[config.mk]
export PLATFORM = sky130hd
export DESIGN_NAME = bus_ctrl_top
export DESIGN_NICKNAME = d
export VERILOG_FILES = /design/src/hdl/bus_map_pkg.sv /design/src/hdl/sfp_pkg.sv /design/src/hdl/sfp_status_if.sv /design/src/hdl/setting_regs.sv /design/src/hdl/sfp_monitor.sv /design/src/hdl/readback_mux.sv /design/src/hdl/bus_ctrl_top.sv
export SDC_FILE = /design/constraint.sdc
export NUM_CORES = 1
export LEC_CHECK = 0
export ABC_CLOCK_PERIOD_IN_PS = 2000
export BUFFER_PORTS_ARGS = -buffer_cell sky130_fd_sc_hd__buf_2
export CORE_MARGIN = 8
export CORE_UTILIZATION = 48
export CTS_BUF_LIST = sky130_fd_sc_hd__clkbuf_2 sky130_fd_sc_hd__clkbuf_4 sky130_fd_sc_hd__clkbuf_8
export CTS_CLUSTER_SIZE = 20
export DETAILED_ROUTE_END_ITERATION = 10
export PLACE_DENSITY = 0.81
export SYNTH_ARGS = -nofsm -noshare
export SYNTH_HDL_FRONTEND = slang
export SYNTH_SLANG_ARGS = --single-unit
[constraint.sdc]
create_clock -name clk -period 2 [get_ports clk]
set_clock_uncertainty 0.2 [all_clocks]
set_input_delay 0.3 -clock clk [delete_from_list [all_inputs] [get_ports clk]]
set_output_delay 0.3 -clock clk [all_outputs]
set_load 0.02 [all_outputs]
[src/hdl/bus_map_pkg.sv]
// Settings and readback bus map for the bus control block
// Addresses are 8 bits and data is 32 bits on both buses

package bus_map_pkg;

   // ------------------------------------------------------------
   // Bus widths and types
   // ------------------------------------------------------------
   localparam int SET_ADDR_W = 8;
   localparam int SET_DATA_W = 32;
   localparam int RB_ADDR_W  = 8;
   localparam int RB_DATA_W  = 32;

   typedef logic [SET_ADDR_W-1:0] set_addr_t;
   typedef logic [SET_DATA_W-1:0] set_data_t;
   typedef logic [RB_ADDR_W-1:0]  rb_addr_t;
   typedef logic [RB_DATA_W-1:0]  rb_data_t;

   // Register field types
   typedef logic [7:0] leds_t;
   typedef logic [3:0] sw_rst_t;
   typedef logic [7:0] clock_ctrl_t;
   typedef logic [7:0] clock_status_t;
   typedef logic [1:0] sfpp_ctrl_t;

   // ------------------------------------------------------------
   // Settings addresses
   // ------------------------------------------------------------
   localparam set_addr_t SR_LEDS       = 8'd0;
   localparam set_addr_t SR_SW_RST     = 8'd1;
   localparam set_addr_t SR_CLOCK_CTRL = 8'd2;
   localparam set_addr_t SR_SFPP_CTRL0 = 8'd8;
   localparam set_addr_t SR_SFPP_CTRL1 = 8'd9;

   // Readback addresses
   localparam rb_addr_t RB_COUNTER      = 8'd0;
   localparam rb_addr_t RB_CLK_STATUS   = 8'd3;
   localparam rb_addr_t RB_COMPAT_NUM   = 8'd6;
   localparam rb_addr_t RB_SFPP_STATUS0 = 8'd8;
   localparam rb_addr_t RB_SFPP_STATUS1 = 8'd9;

   localparam logic [15:0] COMPAT_MAJOR = 16'h0020;
   localparam logic [15:0] COMPAT_MINOR = 16'h0000;

   // Reset values with the GPS-disciplined oscillator on (bit 6)
   localparam leds_t       LEDS_RESET       = 8'h00;
   localparam sw_rst_t     SW_RST_RESET     = 4'h0;
   localparam clock_ctrl_t CLOCK_CTRL_RESET = 8'h40;
   localparam sfpp_ctrl_t  SFPP_CTRL_RESET  = 2'b00;

endpackage

[src/hdl/sfp_pkg.sv]
// SFP port definitions shared by the monitors and the readback side
// Pin group bit 2 is module absent, bit 1 transmit fault, bit 0 receive loss

package sfp_pkg;

   // Number of SFP ports on the board
   localparam int NUM_SFP = 2;

   // Flops in each synchronizer chain
   localparam int SYNC_STAGES = 2;

   // ------------------------------------------------------------
   // Pin and PHY status types
   // ------------------------------------------------------------
   typedef logic [2:0]  sfp_pins_t;
   typedef logic [15:0] phy_status_t;

   // ------------------------------------------------------------
   // Status word layout
   // ------------------------------------------------------------
   // PHY status in the top half
   localparam int STAT_PHY_LSB  = 16;
   // Sticky change bits above the live pins
   localparam int STAT_CHGD_LSB = 3;
   localparam int STAT_PINS_LSB = 0;

   // All other status word bits read as zero

endpackage

[src/hdl/sfp_status_if.sv]
// One SFP port's synchronized status from its monitor to the readback mux
// All signals live in the clk domain

interface sfp_status_if
   import sfp_pkg::*;
();

   // Pins after the synchronizer
   sfp_pins_t   pins_sync;
   // Sticky per-pin change flags
   sfp_pins_t   pins_chgd;
   phy_status_t phy_sync;

   // One-cycle pulse from a read of this port's status word
   logic        rd_clear;

   modport monitor (
      output pins_sync,
      output pins_chgd,
      output phy_sync,
      input  rd_clear
   );

   modport reader (
      input  pins_sync,
      input  pins_chgd,
      input  phy_sync,
      output rd_clear
   );

endinterface

[src/hdl/setting_regs.sv]
// Writable configuration registers on the settings bus
// A write lands one cycle after the strobe edge; unmapped addresses are ignored

module setting_regs
   import bus_map_pkg::*;
(
   input  logic        clk,
   input  logic        i_arst_n,

   // Settings bus
   input  logic        i_set_stb,
   input  set_addr_t   i_set_addr,
   input  set_data_t   i_set_data,

   // Register outputs
   output leds_t       o_leds,
   output sw_rst_t     o_sw_rst,
   output clock_ctrl_t o_clock_control,
   output sfpp_ctrl_t  o_sfp0_rs_pull_low,
   output sfpp_ctrl_t  o_sfp1_rs_pull_low
);

   // ------------------------------------------------------------
   // Address decode and register update
   // ------------------------------------------------------------
   always_ff @(posedge clk or negedge i_arst_n) begin
      if (!i_arst_n) begin
         o_leds             <= LEDS_RESET;
         o_sw_rst           <= SW_RST_RESET;
         o_clock_control    <= CLOCK_CTRL_RESET;
         o_sfp0_rs_pull_low <= SFPP_CTRL_RESET;
         o_sfp1_rs_pull_low <= SFPP_CTRL_RESET;
      end else if (i_set_stb) begin
         case (i_set_addr)
            SR_LEDS: begin
               o_leds <= i_set_data[$bits(leds_t)-1:0];
            end
            // Bit 0 PHY, bit 1 radio domain, bit 2 radio PLL, bit 3 IDELAYCTRL
            SR_SW_RST: begin
               o_sw_rst <= i_set_data[$bits(sw_rst_t)-1:0];
            end
            SR_CLOCK_CTRL: begin
               o_clock_control <= i_set_data[$bits(clock_ctrl_t)-1:0];
            end
            // A set bit pulls the open-drain rate select pin low
            SR_SFPP_CTRL0: begin
               o_sfp0_rs_pull_low <= i_set_data[$bits(sfpp_ctrl_t)-1:0];
            end
            SR_SFPP_CTRL1: begin
               o_sfp1_rs_pull_low <= i_set_data[$bits(sfpp_ctrl_t)-1:0];
            end
            default: begin
               // Other addresses belong to blocks outside this one
            end
         endcase
      end
   end

endmodule

[src/hdl/sfp_monitor.sv]
// Synchronizes one SFP port's pins and PHY status into clk
// Pin changes set sticky flags, cleared by a read of the port's status word

module sfp_monitor
   import sfp_pkg::*;
(
   input  logic        clk,
   input  logic        i_arst_n,

   // Asynchronous module pins and PHY status
   input  sfp_pins_t   i_pins,
   input  phy_status_t i_phy_status,

   sfp_status_if.monitor stat
);

   // Pins and PHY bits share one synchronizer chain
   logic [SYNC_STAGES-1:0][$bits(sfp_pins_t)+$bits(phy_status_t)-1:0] sync_q;

   sfp_pins_t   pins_sync;
   sfp_pins_t   pins_prev;
   sfp_pins_t   pins_chgd;
   phy_status_t phy_sync;

   // ------------------------------------------------------------
   // Synchronizer chain
   // ------------------------------------------------------------
   always_ff @(posedge clk or negedge i_arst_n) begin
      if (!i_arst_n) begin
         sync_q <= '0;
      end else begin
         sync_q <= {sync_q[SYNC_STAGES-2:0], {i_pins, i_phy_status}};
      end
   end

   assign {pins_sync, phy_sync} = sync_q[SYNC_STAGES-1];

   // ------------------------------------------------------------
   // Change detect and sticky latch
   // ------------------------------------------------------------
   always_ff @(posedge clk or negedge i_arst_n) begin
      if (!i_arst_n) begin
         pins_prev <= '0;
         pins_chgd <= '0;
      end else begin
         pins_prev <= pins_sync;
         // Clear has priority over a change in the same cycle
         if (stat.rd_clear) begin
            pins_chgd <= '0;
         end else begin
            pins_chgd <= pins_chgd | (pins_sync ^ pins_prev);
         end
      end
   end

   assign stat.pins_sync = pins_sync;
   assign stat.pins_chgd = pins_chgd;
   assign stat.phy_sync  = phy_sync;

endmodule

[src/hdl/readback_mux.sv]
// Readback word select that is combinational from the address in the same cycle
// Unknown addresses read zero; reads never stall

module readback_mux
   import bus_map_pkg::*;
   import sfp_pkg::*;
(
   input  logic          clk,
   input  logic          i_arst_n,

   // Readback bus
   input  logic          i_rb_rd_stb,
   input  rb_addr_t      i_rb_addr,
   output rb_data_t      o_rb_data,

   input  clock_status_t i_clock_status,

   // Per-port SFP status
   sfp_status_if.reader  stat0,
   sfp_status_if.reader  stat1
);

   rb_data_t counter;

   // Pack one port's status word
   function automatic rb_data_t status_word(
      input sfp_pins_t   pins,
      input sfp_pins_t   chgd,
      input phy_status_t phy
   );
      rb_data_t word;
      word = '0;
      word[STAT_PHY_LSB +: $bits(phy_status_t)] = phy;
      word[STAT_CHGD_LSB +: $bits(sfp_pins_t)]  = chgd;
      word[STAT_PINS_LSB +: $bits(sfp_pins_t)]  = pins;
      return word;
   endfunction

   // ------------------------------------------------------------
   // Free running cycle counter
   // ------------------------------------------------------------
   always_ff @(posedge clk or negedge i_arst_n) begin
      if (!i_arst_n) begin
         counter <= '0;
      end else begin
         counter <= counter + 1'b1;
      end
   end

   // ------------------------------------------------------------
   // Word select
   // ------------------------------------------------------------
   always_comb begin
      case (i_rb_addr)
         RB_COUNTER:      o_rb_data = counter;
         RB_CLK_STATUS:   o_rb_data = rb_data_t'(i_clock_status);
         RB_COMPAT_NUM:   o_rb_data = {COMPAT_MAJOR, COMPAT_MINOR};
         RB_SFPP_STATUS0: o_rb_data = status_word(stat0.pins_sync, stat0.pins_chgd,
                                                  stat0.phy_sync);
         RB_SFPP_STATUS1: o_rb_data = status_word(stat1.pins_sync, stat1.pins_chgd,
                                                  stat1.phy_sync);
         default:         o_rb_data = '0;
      endcase
   end

   // Read of a status word clears that port's change flags
   assign stat0.rd_clear = i_rb_rd_stb && (i_rb_addr == RB_SFPP_STATUS0);
   assign stat1.rd_clear = i_rb_rd_stb && (i_rb_addr == RB_SFPP_STATUS1);

endmodule

[src/hdl/bus_ctrl_top.sv]
// Register side of the radio's bus interface with settings and readback buses
// SFP pins and PHY status are asynchronous and get synchronized inside

module bus_ctrl_top
   import bus_map_pkg::*;
   import sfp_pkg::*;
(
   input  logic          clk,
   input  logic          i_arst_n,

   // Settings bus
   input  logic          i_set_stb,
   input  set_addr_t     i_set_addr,
   input  set_data_t     i_set_data,

   // Readback bus
   input  logic          i_rb_rd_stb,
   input  rb_addr_t      i_rb_addr,
   output rb_data_t      o_rb_data,

   // Clock board status and control
   input  clock_status_t i_clock_status,
   output clock_ctrl_t   o_clock_control,

   // SFP pins and PHY status
   input  sfp_pins_t     i_sfp0_pins,
   input  sfp_pins_t     i_sfp1_pins,
   input  phy_status_t   i_sfp0_phy_status,
   input  phy_status_t   i_sfp1_phy_status,

   output leds_t         o_leds,
   output sw_rst_t       o_sw_rst,
   output sfpp_ctrl_t    o_sfp0_rs_pull_low,
   output sfpp_ctrl_t    o_sfp1_rs_pull_low
);

   sfp_status_if stat_if [NUM_SFP] ();

   // ------------------------------------------------------------
   // Configuration registers
   // ------------------------------------------------------------
   setting_regs setting_regs_i (
      .clk                (clk),
      .i_arst_n           (i_arst_n),
      .i_set_stb          (i_set_stb),
      .i_set_addr         (i_set_addr),
      .i_set_data         (i_set_data),
      .o_leds             (o_leds),
      .o_sw_rst           (o_sw_rst),
      .o_clock_control    (o_clock_control),
      .o_sfp0_rs_pull_low (o_sfp0_rs_pull_low),
      .o_sfp1_rs_pull_low (o_sfp1_rs_pull_low)
   );

   // ------------------------------------------------------------
   // SFP monitors
   // ------------------------------------------------------------
   sfp_monitor sfp0_mon_i (
      .clk          (clk),
      .i_arst_n     (i_arst_n),
      .i_pins       (i_sfp0_pins),
      .i_phy_status (i_sfp0_phy_status),
      .stat         (stat_if[0])
   );

   sfp_monitor sfp1_mon_i (
      .clk          (clk),
      .i_arst_n     (i_arst_n),
      .i_pins       (i_sfp1_pins),
      .i_phy_status (i_sfp1_phy_status),
      .stat         (stat_if[1])
   );

   // Readback select and read-clear decode
   readback_mux readback_mux_i (
      .clk            (clk),
      .i_arst_n       (i_arst_n),
      .i_rb_rd_stb    (i_rb_rd_stb),
      .i_rb_addr      (i_rb_addr),
      .o_rb_data      (o_rb_data),
      .i_clock_status (i_clock_status),
      .stat0          (stat_if[0]),
      .stat1          (stat_if[1])
   );

endmodule

== After elaboration in Yosys (flattened, before gate mapping) ==
Index checks and enable logic that the tools add are counted.

* Register bits after elaboration: 144
* Bits of input ports: 98
* Output and inout bits: 56
* Logic and storage cells: 39

* Add/subtract/negate cells: 1
* Equality and inequality tests: 8
* Mux-type cells: 3
* Bitwise operators: 4
* Reductions and logical operators: 9

{| class="wikitable"
|+ Operators by type and width
! operator !! number
|-
| one-hot mux 32 bit (5 select lines) || 1
|-
| adder 32 x 1 -> 32 bit (second input constant) || 1
|-
| == test 8 x 4 -> 1 bit (second input constant) || 4
|-
| == test 8 x 2 -> 1 bit (second input constant) || 2
|-
| zero test 8 bit || 2
|-
| AND reduction 2 bit || 5
|-
| == test 8 x 1 -> 1 bit (second input constant) || 1
|-
| == test 8 x 3 -> 1 bit (second input constant) || 1
|-
| 2-to-1 mux 3 bit || 2
|-
| OR 3 bit || 2
|-
| XOR 3 bit || 2
|-
| logical AND 1 bit || 2
|}

== Longest topological paths before layout ==
Gate-level depths: netlist (run 1).

* Depth after elaboration: 3
* Depth in mapped cells: 6
* Mapped depth without buffers: 5

== Modules after synthesis ==
Synthesis (run 1) repeated with hierarchy kept, for this count alone.

* Cell total of the unflattened synthesis: 408
* Area total of the unflattened synthesis: 5761.8 um2

{| class="wikitable"
|+ By module, submodules not included
! module !! times used !! cells each !! area each (um2) !! sequential area each (um2)
|-
| sfp_monitor || 2 || 72 || 1296.2 || 1101.1
|-
| readback_mux || 1 || 207 || 2212.1 || 800.8
|-
| setting_regs || 1 || 57 || 957.2 || 601.8
|}

== Least setup slack after synthesis (run 1) ==
No wires, ideal clock.

* Kind: input-to-output
* From: input port i_rb_addr[7]
* To: output port o_rb_data[0]
* Arrival time: 1736 ps
* Data required time: 1500 ps
* Setup slack: -236 ps
* Cell stages on the path: 4
* Buffers on the path: 1
* Cells stage by stage: or4_1 nor4_4 buf_2 a221o_1

* Cells in the longest elaborated chain, start to end: 2
* Elaborated cells on any way between the ends: 6
* Those cells by class: eq/ne (4); mux (1); reduce/logical (1)

{| class="wikitable"
|+ RTL lines
! what !! line !! text
|-
| start, declared || bus_ctrl_top.sv:18 || <nowiki>input rb_addr_t i_rb_addr,</nowiki>
|-
| == test 8 x 4 -> 1 bit, or another cell as far along || readback_mux.sv:54 || <nowiki>case (i_rb_addr)</nowiki>
|-
| one-hot mux 32 bit (5 select lines) * || readback_mux.sv:54 ||
|-
| end, declared || bus_ctrl_top.sv:19 || <nowiki>output rb_data_t o_rb_data,</nowiki>
|}

Every way passes the cells marked *; elsewhere a longest branch is shown, timed or not.

== Worst setup path in the final report (run 1) ==
* From: input port i_rb_addr[4]
* To: output port o_rb_data[20]

Same word-level chain as after synthesis.

==> key figures, run 1 <==
Timing
  • FMAX: approximately 0.41 GHz
  • RSZ-0062 raised after global routing: yes
  • Final worst-path setup slack: -0.411 ns
  • Worst-Margin Slew: 0.442 ns
  • Max Slew Vio Count: 0
  • Final Hold Fails: 0
  • Final Critical Period: around 2.4 ns
  • Setup TNS: -9.13 ns
  • Final setup violation count: 30
  • Final period util: 121%
  • Hold Slack: roughly 0.1 ns
  • Slew HR: a little over two thirds

Final layout
  • Most frequent cells in the layout: dfrtp_1, buf_2, dlygate4sd3_1
  • Most common cell after layout, fill and taps aside: dfrtp_1
  • Layout area overhead: 42.6%
  • Share of cells above drive strength 1: a little under two fifths
  • Total Nets Final: 702
  • Utilization after layout: 70.0%
  • Layout Cells excl Fill: 757
  • Post-route cell area: 0.00759 sq mm

CTS
  • Clock sink count: approximately 140
  • CTS tree: yes
  • Worst-skew pair later-pin latency: 0.42 ns
  • H-tree depth: 4
  • CTS Buf Count: 17
  • CTS root buffer: clkbuf_8
  • Longest Clk Path Bufs: 2
  • Clk pin slew, worst setup/hold paths: around 0.080 ns

Synthesis
  • Distinct cells, synth: 39
  • Synth warnings: 0
  • Cell Area, Synth: ~0.0053 sq mm
  • Syn nets: about 480
  • Post-Synthesis Cells: approximately 380
  • Flops & latches, synth: between 100 and 150
  • Sequential element share of the synthesized area: between 60 and 70%
  • Async set or reset register ratio after synthesis: 100%
  • Main flop type after synthesis: dfrtp_1
  • Avg Cell Area, Syn: ~14 sq um
  • EDFF count, synth: 0

Global route
  • Met3 Usage GRT: 7.72%
  • Met1 GRT Util: 21.0%
  • Vias in the first global route: roughly 4300
  • GR peak layer: met2
  • Largest net degree at the start of global routing: 53
  • Gr ovfl total: 0
  • Met2 Track Usage GR: 33.6%
  • Antenna violations before repair: 2
  • First-pass GRT wire length: about 22 mm
  • Gr usage total: ~20%

Route
  • DR iter-0 viols: between 150 and 200
  • DRT antenna net count: 0
  • DRC errors left: 0
  • First-pass DRT Iterations: 4
  • Avg WL per Cell: about 18 microns
  • Vias/cell: between 5 and 6
  • Vias: 3888
  • Drt total wl: between 10 and 15 mm

Critical path
  • Setup CP Type: in -> out
  • Family with the most delay on the worst path: simple AND/OR/NAND/NOR gates
  • Crit path launch: i_rb_addr[4]
  • Endpoint class of the critical path: output port
  • CP Launch Type: input pin
  • R2R Path Start: readback_mux_i.counter[5]$_DFF_PN0_
  • CP Cell Sequence: buf_6 -> or4_4 -> nor4_4 -> buf_6 -> buf_16 -> a22o_1 -> a21o_1 -> buf_6
  • CP peak stage delay: 0.54 ns
  • Crit-path max FO: 6
  • Required @ worst endpoint: ~1.5 ns
  • Arrival time worst endpoint: 1.91 ns
  • CP bufs+invs: 4
  • Cell mode on critical path: buf_6
  • Slowest CP cell: or4_4

Placed design
  • Placed Area: 0.00641 sq mm
  • Placed instance count: around 670
  • Worst slack, placed: -0.398 ns
  • IO buf count: ~130
  • Routability cong.: about 0.85
  • DP HPWL: ~8.8 mm

Floorplanning
  • Initial Util: 49.1%
  • Num ports: 154
  • Core area: 0.0108 sq mm
  • Die area: ~0.015 sq mm
  • Die Y: 121 microns
  • Site row count: 38
  • Die X: approximately 120 microns

Min path
  • HP Start: i_set_addr[0]
  • HP Class: in -> reg

Run status
  • Violated checks: setup timing
  • Status: finished, violations left

Pwr
  • Pwr dens: 762 mW/mm^2
  • Maximum VDD drop: roughly 700 uV
  • Leakage: roughly 3.7 nW
  • Pwr Total: just under 6 mW

Job
  • Max cap viols: 0
-- registers in the layout (all words and copies together) (netlist names) --
register / flops
readback_mux_i.counter: 32
setting_regs_i.o_clock_control: 8
setting_regs_i.o_leds: 8
setting_regs_i.o_sfp0_rs_pull_low: 2
setting_regs_i.o_sfp1_rs_pull_low: 2
setting_regs_i.o_sw_rst: 4
sfp0_mon_i.pins_prev: 3
sfp0_mon_i.stat.phy_sync: 16
sfp0_mon_i.stat.pins_chgd: 3
sfp0_mon_i.stat.pins_sync: 3
sfp0_mon_i.sync_q: 19
sfp1_mon_i.pins_prev: 3
sfp1_mon_i.stat.phy_sync: 16
sfp1_mon_i.stat.pins_chgd: 3
sfp1_mon_i.stat.pins_sync: 3
sfp1_mon_i.sync_q: 19
-- cells by family (layout without fill, tap and decap cells) --
logic type,after synthesis,in the layout,share of synthesized area (%)
adder cells (fa/ha/maj),1,1,0.235
other,0,1,0
AO/OA/AOI/OAI,52,52,7.59
buffers and inverters,16,253,1.27
XOR/XNOR,36,36,5.93
AND/OR/NAND/NOR,106,106,12.2
multiplexers,24,24,5.08
flip-flops,144,144,67.7
-- cell usage after synthesis, types with 9 or more instances --
master   number  area, sq um
xnor2_1      28          245
nand2_1      12         45.0
nor2_1       19         71.3
a21oi_1       9         45.0
nand3_1      13         65.1
a22o_1       15          131
dfrtp_1     143         3580
and2_1       12         75.1
a21o_1       15          113
nand4_1      15         93.8
mux2_2       24          270
-- where the power goes --
part | total (mW) | internal, mW | switching (mW) | leakage, nW
sequential | 3.06 | 3.02 | 0.0462 | 1.77
combinational | 0.382 | 0.195 | 0.187 | 1.76
clock | 2.33 | 1.25 | 1.08 | 0.201
-- routing by layer --
| layer | share of wire (%) | vias up | routed length, microns |
|---|---|---|---|
| met5 | 0.079 | - | 11 |
| met4 | 2.7 | 2 | 379 |
| met3 | 7.9 | 29 | 1100 |
| met2 | 52 | 136 | 7230 |
| met1 | 37 | 1933 | 5170 |
| li1 | - | 1788 | - |
-- tightest hold or removal path, cell delays in order --
cell	delay, ns
buf_2	0.14
nor3b_4	0.07
mux2_4	0.18
-- final cells by class --
| class | instances | area, sq um |
|---|---|---|
| clock inverters | 11 | 126 |
| inverters | 4 | 15.0 |
| flip-flops and latches | 144 | 3600 |
| well taps | 140 | 175 |
| clock buffers | 21 | 289 |
| repair buffers | 217 | 1690 |
| diodes | 1 | 2.50 |
| fillers | 698 | 3250 |
| multi-input cells | 219 | 1680 |
-- timing repair --
| action | in CTS | in global routing |
|---|---|---|
| pin swaps | 13 | 5 |
| hold buffers | 48 | 0 |
| gates resized for setup | 50 | 1 |
| hold endpoints to repair | 156 | 0 |
| endpoints found under the setup margin | 30 | 37 |
| gates cloned | 4 | 0 |
| buffers inserted | 4 | 0 |
-- path summary, 6_finish.rpt --
| check | to | depth (start not counted) | slack (ns) |
|---|---|---|---|
| worst max-delay path | o_rb_data[20] | 8 | -0.41 |
| worst min-delay path | setting_regs_i.o_sfp0_rs_pull_low[0]$_DFFE_PN0P_ | 3 | 0.1 |
| worst max register to register | readback_mux_i.counter[31]$_DFF_PN0_ | 6 | 0.12 |
| worst min register to register | sfp1_mon_i.stat.phy_sync[11]$_DFF_PN0_ | 0 | 0.15 |
| max in group asynchronous | sfp1_mon_i.stat.phy_sync[7]$_DFF_PN0_ | 3 | 0.80 |
| min in group asynchronous | sfp0_mon_i.stat.phy_sync[9]$_DFF_PN0_ | 2 | 0.18 |
Power figures use the tool's default switching activity.
==> inputs of run 2 (changes only) <==
--- a/config.mk
+++ b/config.mk
@@ -13,6 +13,8 @@
 export CTS_CLUSTER_SIZE = 20
 export DETAILED_ROUTE_END_ITERATION = 10
 export PLACE_DENSITY = 0.81
+export REMOVE_ABC_BUFFERS = 1
 export SYNTH_ARGS = -nofsm -noshare
 export SYNTH_HDL_FRONTEND = slang
 export SYNTH_SLANG_ARGS = --single-unit
+export TNS_END_PERCENT = 100
==> run 2 against run 1 <==
Against the previous run:
- register-to-register slack got worse by 0.02 ns
- cell count up 0.13%
- the flow still finishes with violations (setup timing)
- sequential power barely moved
- first-iteration DRC count grew 100%
- via count grew 2.3%
- die area is the same
- design area increased by 1.5%
- power grew 2.6%
- hold slack improved by 0.0054 ns
- global-route usage rose by 0.084 points
- routed wire length rose by 6.0%
- fmax grew 3.7%
==> key figures, run 2 (synthesis gave the netlist of run 1 again) <==
Timing
  • Final Hold Fails: 0 (unchanged)
  • RSZ-0062 raised after global routing: yes
  • Final period util: 116% (-4.3 points)
  • FMAX: 0.430 GHz (+3.7%)
  • Final setup violation count: 27 (-10%)
  • Slew HR: 70.8% (+0.31 points)
  • Final worst-path setup slack: -0.324 ns (+0.0867 ns)
  • Worst-Margin Slew: 0.436 ns (-0.00560 ns)
  • Max Slew Vio Count: 0 (unchanged)
  • Final Critical Period: 2.32 ns (-0.0867 ns)
  • Hold Slack: 0.104 ns (+0.00537 ns)

Critical path
  • Crit-path max FO: 7 (+1)
  • CP bufs+invs: 4 (unchanged)
  • Family with the most delay on the worst path: simple AND/OR/NAND/NOR gates
  • CP peak stage delay: 0.55 ns (about the same)
  • Arrival time worst endpoint: 1.82 ns (-0.09 ns)
  • Required @ worst endpoint: 1.50 ns (about the same)
  • Slowest CP cell: or4_4
  • Setup CP Type: in -> out
  • Endpoint class of the critical path: output port
  • CP Launch Type: input pin
  • CP Cell Sequence: buf_6 -> or4_4 -> nor4_4 -> buf_6 -> buf_12 -> a22o_1 -> a21o_1 -> buf_6
  • Cell mode on critical path: buf_6

Final layout
  • Diodes inserted: 0 (-1)
  • Most frequent cells in the layout: dfrtp_1, buf_2, dlygate4sd3_1
  • Fill count: 678 (-2.9%)
  • Share of cells above drive strength 1: 40.0% (+1.7 points)
  • Top flop regs: readback_mux_i.counter: 32 flops, sfp0_mon_i.sync_q: 19 flops, sfp1_mon_i.sync_q: 19 flops
  • Largest Register: readback_mux_i.counter
  • Utilization after layout: 71.0% (+1.1 points)
  • Layout area overhead: 44.7%
  • Total Nets Final: 705 (+0.43%)
  • Max reg flops: 32 (unchanged)
  • Most common cell after layout, fill and taps aside: dfrtp_1

CTS
  • H-tree depth: 4 (unchanged)
  • CTS tree: yes
  • Clock sink count: 144 (unchanged)
  • CTS root buffer: clkbuf_8
  • Worst-skew pair later-pin latency: 0.44 ns (+0.02 ns)
  • Longest Clk Path Bufs: 2 (unchanged)
  • CTS Buf Count: 17 (unchanged)
  • Clk pin slew, worst setup/hold paths: 0.08 ns (about the same)

Run status
  • Violated checks: setup timing
  • Status: finished, violations left

Route
  • DRT antenna net count: 0 (unchanged)
  • DRC errors left: 0 (unchanged)
  • Vias/cell: 5.25 (+2.1%)
  • Vias: 3976 (+2.3%)
  • Avg WL per Cell: 19.4 microns (+5.9%)
  • Drt total wl: 14.7 mm (+6.0%)
  • First-pass DRT Iterations: 6 (+2)
  • DR iter-0 viols: 364 (+100%)

Pwr
  • Leakage: 3.77 nW (+0.96%)
  • Pwr dens: 770 mW/mm^2 (+1.1%)
  • Maximum VDD drop: 699 uV (-0.38%)

Floorplanning
  • Die X: 121 microns (unchanged)
  • Core area: 0.0108 sq mm (unchanged)
  • Site row count: 38 (unchanged)
  • Die area: 0.0147 sq mm (unchanged)
  • Initial Util: 49.1% (unchanged)
  • Die Y: 121 microns (unchanged)
  • Num ports: 154 (unchanged)

Placed design
  • Routability cong.: 0.818 (-3.2%)
  • Worst slack, placed: -0.440 ns (-0.0425 ns)
  • IO buf count: 129 (unchanged)
  • DP HPWL: 8.85 mm (+0.65%)

Global route
  • Met3 Usage GRT: 8.24% (+0.51 points)
  • Antenna violations before repair: 0 (-2)
  • Met2 Track Usage GR: 33.8% (+0.21 points)
  • Vias in the first global route: 4470 (+2.8%)
  • Largest net degree at the start of global routing: 50 (-5.7%)
  • Met1 GRT Util: 20.9% (-0.077 points)
  • GR peak layer: met2
  • First-pass GRT wire length: 22.4 mm (+0.43%)
  • Gr ovfl total: 0 (unchanged)
  • Gr usage total: 19.7% (+0.084 points)

Job
  • Max cap viols: 0 (unchanged)

Min path
  • HP Class: in -> reg
-- run 2: changes by cell type in the layout (fill, tap and decap cells not counted), sizes merged --
cell,previous run,this run
buf,168,171
diode,1,0
bufbuf,1,0
clkinvlp,4,3
inv,7,4
clkinv,2,4
bufinv,2,4
-- run 2: through the flow --
stage | power [mW] | cells | instance area [sq um] | setup TNS (ns)
floorplan | 3.19 | 367 | 5270 | -13.31
global placement | 3.39 | 661 | 6350 | -10.12
detailed placement | 3.41 | 661 | 6350 | -12.27
CTS | 5.98 | 750 | 7480 | -7.65
global route | 6.14 | 758 | 7700 | -7.28
finish | 5.93 | 758 | 7700 | -6.07
-- run 2: path summary, 6_finish.rpt --
check	slack [ns]	cells after the start	endpoint	start
max in group asynchronous	0.79	3	setting_regs_i.o_clock_control[6]$_DFFE_PN1P_	i_arst_n
min reg2reg	0.14	0	sfp1_mon_i.stat.phy_sync[10]$_DFF_PN0_	sfp1_mon_i.sync_q[10]$_DFF_PN0_
max reg2reg	0.10	5	readback_mux_i.counter[31]$_DFF_PN0_	readback_mux_i.counter[8]$_DFF_PN0_
min	0.10	3	setting_regs_i.o_sfp0_rs_pull_low[0]$_DFFE_PN0P_	i_set_addr[0]
max	-0.32	8	o_rb_data[25]	i_rb_addr[4]
min in group asynchronous	0.15	2	sfp0_mon_i.sync_q[18]$_DFF_PN0_	i_arst_n
-- run 2: per-layer routing --
metal / part of all wire [%] / vias up
met3: 7.5 / 36
met2: 52 / 150
li1: - / 1791
met1: 37 / 1999
met4: 2.6 / 0
met5: 0 / -
-- run 2: layout make-up --
cell class	instances	area [sq um]	area share [%]
sequential	144	3600	46.8
timing repair buffer	220	1780	23.1
multi-input combinational	219	1690	22.0
clock buffer	20	269	3.49
tap	140	175	2.27
clock inverter	11	163	2.11
inverter	4	15.0	0.195
-- run 2: where the power goes --
group          leakage, nW  switching, mW  internal, mW
Sequential            1.77         0.0440          3.02
Clock                0.214           1.06          1.42
Combinational         1.79          0.191         0.193
Total                 3.77           1.30          4.63
-- run 2: timing repair --
item	4_1_cts	5_1_grt
buffers inserted	8	8
setup endpoints to repair	30	39
gates resized for setup	35	49
hold buffers	48	0
pin swaps	4	3
gates cloned	3	2
hold endpoints to repair	211	0
-- run 2: worst min-delay path: stages --
cell	delay, ns
buf_2	0.13
nor3b_2	0.07
mux2_2	0.21
==> inputs of run 3 (changes only) <==
--- a/config.mk
+++ b/config.mk
@@ -5,14 +5,14 @@
 export SDC_FILE = /design/constraint.sdc
 export NUM_CORES = 1
 export LEC_CHECK = 0
-export ABC_CLOCK_PERIOD_IN_PS = 2000
+export ABC_CLOCK_PERIOD_IN_PS = 2650
 export BUFFER_PORTS_ARGS = -buffer_cell sky130_fd_sc_hd__buf_2
 export CORE_MARGIN = 8
-export CORE_UTILIZATION = 48
+export CORE_UTILIZATION = 50
 export CTS_BUF_LIST = sky130_fd_sc_hd__clkbuf_2 sky130_fd_sc_hd__clkbuf_4 sky130_fd_sc_hd__clkbuf_8
 export CTS_CLUSTER_SIZE = 20
 export DETAILED_ROUTE_END_ITERATION = 10
-export PLACE_DENSITY = 0.81
+export PLACE_DENSITY = 0.8
 export REMOVE_ABC_BUFFERS = 1
 export SYNTH_ARGS = -nofsm -noshare
 export SYNTH_HDL_FRONTEND = slang
==> constraint.sdc (replaced) <==
create_clock -name clk -period 2.65 [get_ports clk]
set_clock_uncertainty 0.2 [all_clocks]
set_input_delay 0.3975 -clock clk [delete_from_list [all_inputs] [get_ports clk]]
set_output_delay 0.3975 -clock clk [all_outputs]
set_load 0.02 [all_outputs]
==> run 3 against run 2 <==
Against the previous run:
- the flow now finishes without violations
- routed wire length down 17%
- die area down 3.5%
- hold slack worse by 0.076 ns
- non-clock buffer count down 35
- sequential power down 25%
- register-to-register slack better by 0.31 ns
- via count down 6.2%
- critical path depth unchanged
- power down 27%
- count of clock-buffer cells in the layout down 3
- sequential cell count unchanged
- critical endpoint is now o_rb_data[23]
==> key figures, run 3 (synthesis gave the netlist of run 1 again) <==
Run status
  • Status: finished, final reports clean

Critical path
  • Endpoint class of the critical path: output port
  • CP peak stage delay: 0.56 ns (about the same)
  • CP Cell Sequence: buf_2 -> or4_4 -> nor4_4 -> buf_4 -> buf_12 -> a22o_1 -> a21o_1 -> buf_2
  • Crit-path max FO: 13 (+6)
  • Reg2Reg Setup Slack: 0.41 ns (+0.31 ns)
  • Required @ worst endpoint: 2.05 ns (+0.55 ns)
  • Arrival time worst endpoint: 1.99 ns (+0.17 ns)
  • Setup CP Type: in -> out
  • Slowest CP cell: or4_4
  • CP Launch Type: input pin
  • Cell mode on critical path: buf_2

Route
  • Avg WL per Cell: 17.0 microns (-12%)
  • First-pass DRT Iterations: 4 (-2)
  • DR iter-0 viols: 148 (-59%)
  • Vias: 3731 (-6.2%)
  • DRC errors left: 0 (unchanged)
  • DRT antenna net count: 0 (unchanged)
  • Drt total wl: 12.3 mm (-17%)
  • Vias/cell: 5.18 (-1.2%)

Final layout
  • Layout area overhead: 33.7%
  • Share of cells above drive strength 1: 35.4% (-4.5 points)
  • Total Nets Final: 670 (-5.0%)
  • Fill count: 734 (+8.3%)
  • Diodes inserted: 0 (unchanged)
  • Multi-input logic area: 0.00165 sq mm (-2.4%)
  • Most common cell after layout, fill and taps aside: dfrtp_1
  • Most frequent cells in the layout: dfrtp_1, buf_2, dlygate4sd3_1
  • Top flop regs: readback_mux_i.counter: 32 flops, sfp0_mon_i.sync_q: 19 flops, sfp1_mon_i.sync_q: 19 flops
  • Max reg flops: 32 (unchanged)
  • Largest Register: readback_mux_i.counter
  • Layout Cells excl Fill: 720 (-5.0%)
  • Sequential Area: 0.00360 sq mm (unchanged)

Timing
  • Final Hold Fails: 0 (unchanged)
  • FMAX: 0.387 GHz
  • Slew HR: 47.6% (-23 points)
  • Worst-Margin Slew: 0.780 ns (+0.343 ns)
  • Hold Slack: 0.0280 ns (-0.0757 ns)
  • RSZ-0062 raised after global routing: no
  • Final period util: ~98%
  • Max Slew Vio Count: 0 (unchanged)
  • Final setup violation count: 0 (-100%)
  • Final worst-path setup slack: 0.0652 ns (+0.390 ns)
  • Final Critical Period: 2.58 ns

Floorplanning
  • Core area: 0.0103 sq mm (-4.8%)
  • Die area: 0.0142 sq mm (-3.5%)
  • Site row count: 37 (-2.6%)
  • Die Y: 119 microns (-1.8%)
  • Initial Util: 51.5% (+2.5 points)
  • Num ports: 154 (unchanged)
  • Die X: 119 microns (-1.8%)

Min path
  • HP Class: in -> reg

Global route
  • Vias in the first global route: 4165 (-6.8%)
  • Gr usage total: 18.0% (-1.8 points)
  • First-pass GRT wire length: 20.4 mm (-9.1%)
  • Largest net degree at the start of global routing: 107 (+110%)
  • Gr ovfl total: 0 (unchanged)
  • Antenna violations before repair: 0 (unchanged)

Placed design
  • Routability cong.: 0.781 (-4.5%)
  • Worst slack, placed: 0.00852 ns (+0.449 ns)
  • Placed instance count: 642 (-2.9%)
  • DP HPWL: 8.21 mm (-7.2%)
  • IO buf count: 129 (unchanged)

CTS
  • H-tree depth: 4 (unchanged)
  • CTS root buffer: clkbuf_8
  • CTS tree: yes
  • Clk pin slew, worst setup/hold paths: 0.07 ns (about the same)
  • CTS Buf Count: 17 (unchanged)
  • Worst-skew pair later-pin latency: 0.44 ns (about the same)
  • Longest Clk Path Bufs: 2 (unchanged)
  • Clock sink count: 144 (unchanged)

Pwr
  • Leakage: 3.55 nW (-5.8%)
  • Pwr dens: 612 mW/mm^2 (-21%)
  • Maximum VDD drop: 424 uV (-39%)

Job
  • Max cap viols: 0 (unchanged)
## run 3: repair_timing
action                     in CTS  in global routing
setup buffers                   1                  0
hold endpoints to repair      189                  0
gates resized for setup         0                  6
cloned                          1                  0
pin swaps                       1                  0
hold buffers                   44                  0
setup endpoints to repair       1                 18
## run 3: routing by layer
metal | GRT usage (%) | vias to the layer above | part of all wire [%] | wire length [microns]
met5 | 0 | - | 0 | 0
met4 | 6.25 | 0 | 1.2 | 142
met3 | 6.99 | 13 | 8.0 | 978
met2 | 29.5 | 126 | 50 | 6090
met1 | 21.2 | 1870 | 41 | 5050
li1 | - | 1722 | - | -
## run 3: final timing paths
kind | cells past startpoint | end | startpoint
min in group asynchronous | 2 | sfp1_mon_i.pins_prev[2]$_DFF_PN0_ | i_arst_n
min | 2 | setting_regs_i.o_leds[3]$_DFFE_PN0P_ | i_set_data[3]
max in group asynchronous | 3 | setting_regs_i.o_sw_rst[1]$_DFFE_PN0P_ | i_arst_n
max | 8 | o_rb_data[23] | i_rb_addr[7]
max reg2reg | 4 | readback_mux_i.counter[18]$_DFF_PN0_ | readback_mux_i.counter[2]$_DFF_PN0_
min reg2reg | 0 | sfp1_mon_i.stat.pins_sync[1]$_DFF_PN0_ | sfp1_mon_i.sync_q[17]$_DFF_PN0_
## run 3: power breakdown
part	switching, mW	leakage (nW)	internal [mW]
Clock	0.844	0.215	0.943
Combinational	0.130	1.57	0.127
Sequential	0.0319	1.77	2.28
## run 3: layout make-up
type | instances | share of cell area [%]
sequential | 144 | 50.7
timing repair buffer | 185 | 17.7
multi-input combinational | 219 | 23.2
tap | 136 | 2.39
clock inverter | 15 | 2.53
clock buffer | 17 | 3.29
inverter | 4 | 0.211
## run 3: critical path, delay by kind of cell
kind,cells,cell delay (ns)
AO/OA/AOI/OAI,2,0.22
buffers and inverters,4,0.60
AND/OR/NAND/NOR,2,0.77
## run 3: metrics by stage
step           power, mW  instance area (sq um)  utilization [%]  TNS [ns]
6_report            4.35                   7110             68.9         0
5_1_grt             4.53                   7110             68.9         0
4_1_cts             4.39                   7100             68.8         0
3_5_place_dp        2.56                   6200             60.1         0
3_3_place_gp        2.55                   6200             60.1         0
2_1_floorplan       2.41                   5270                -     -1.42
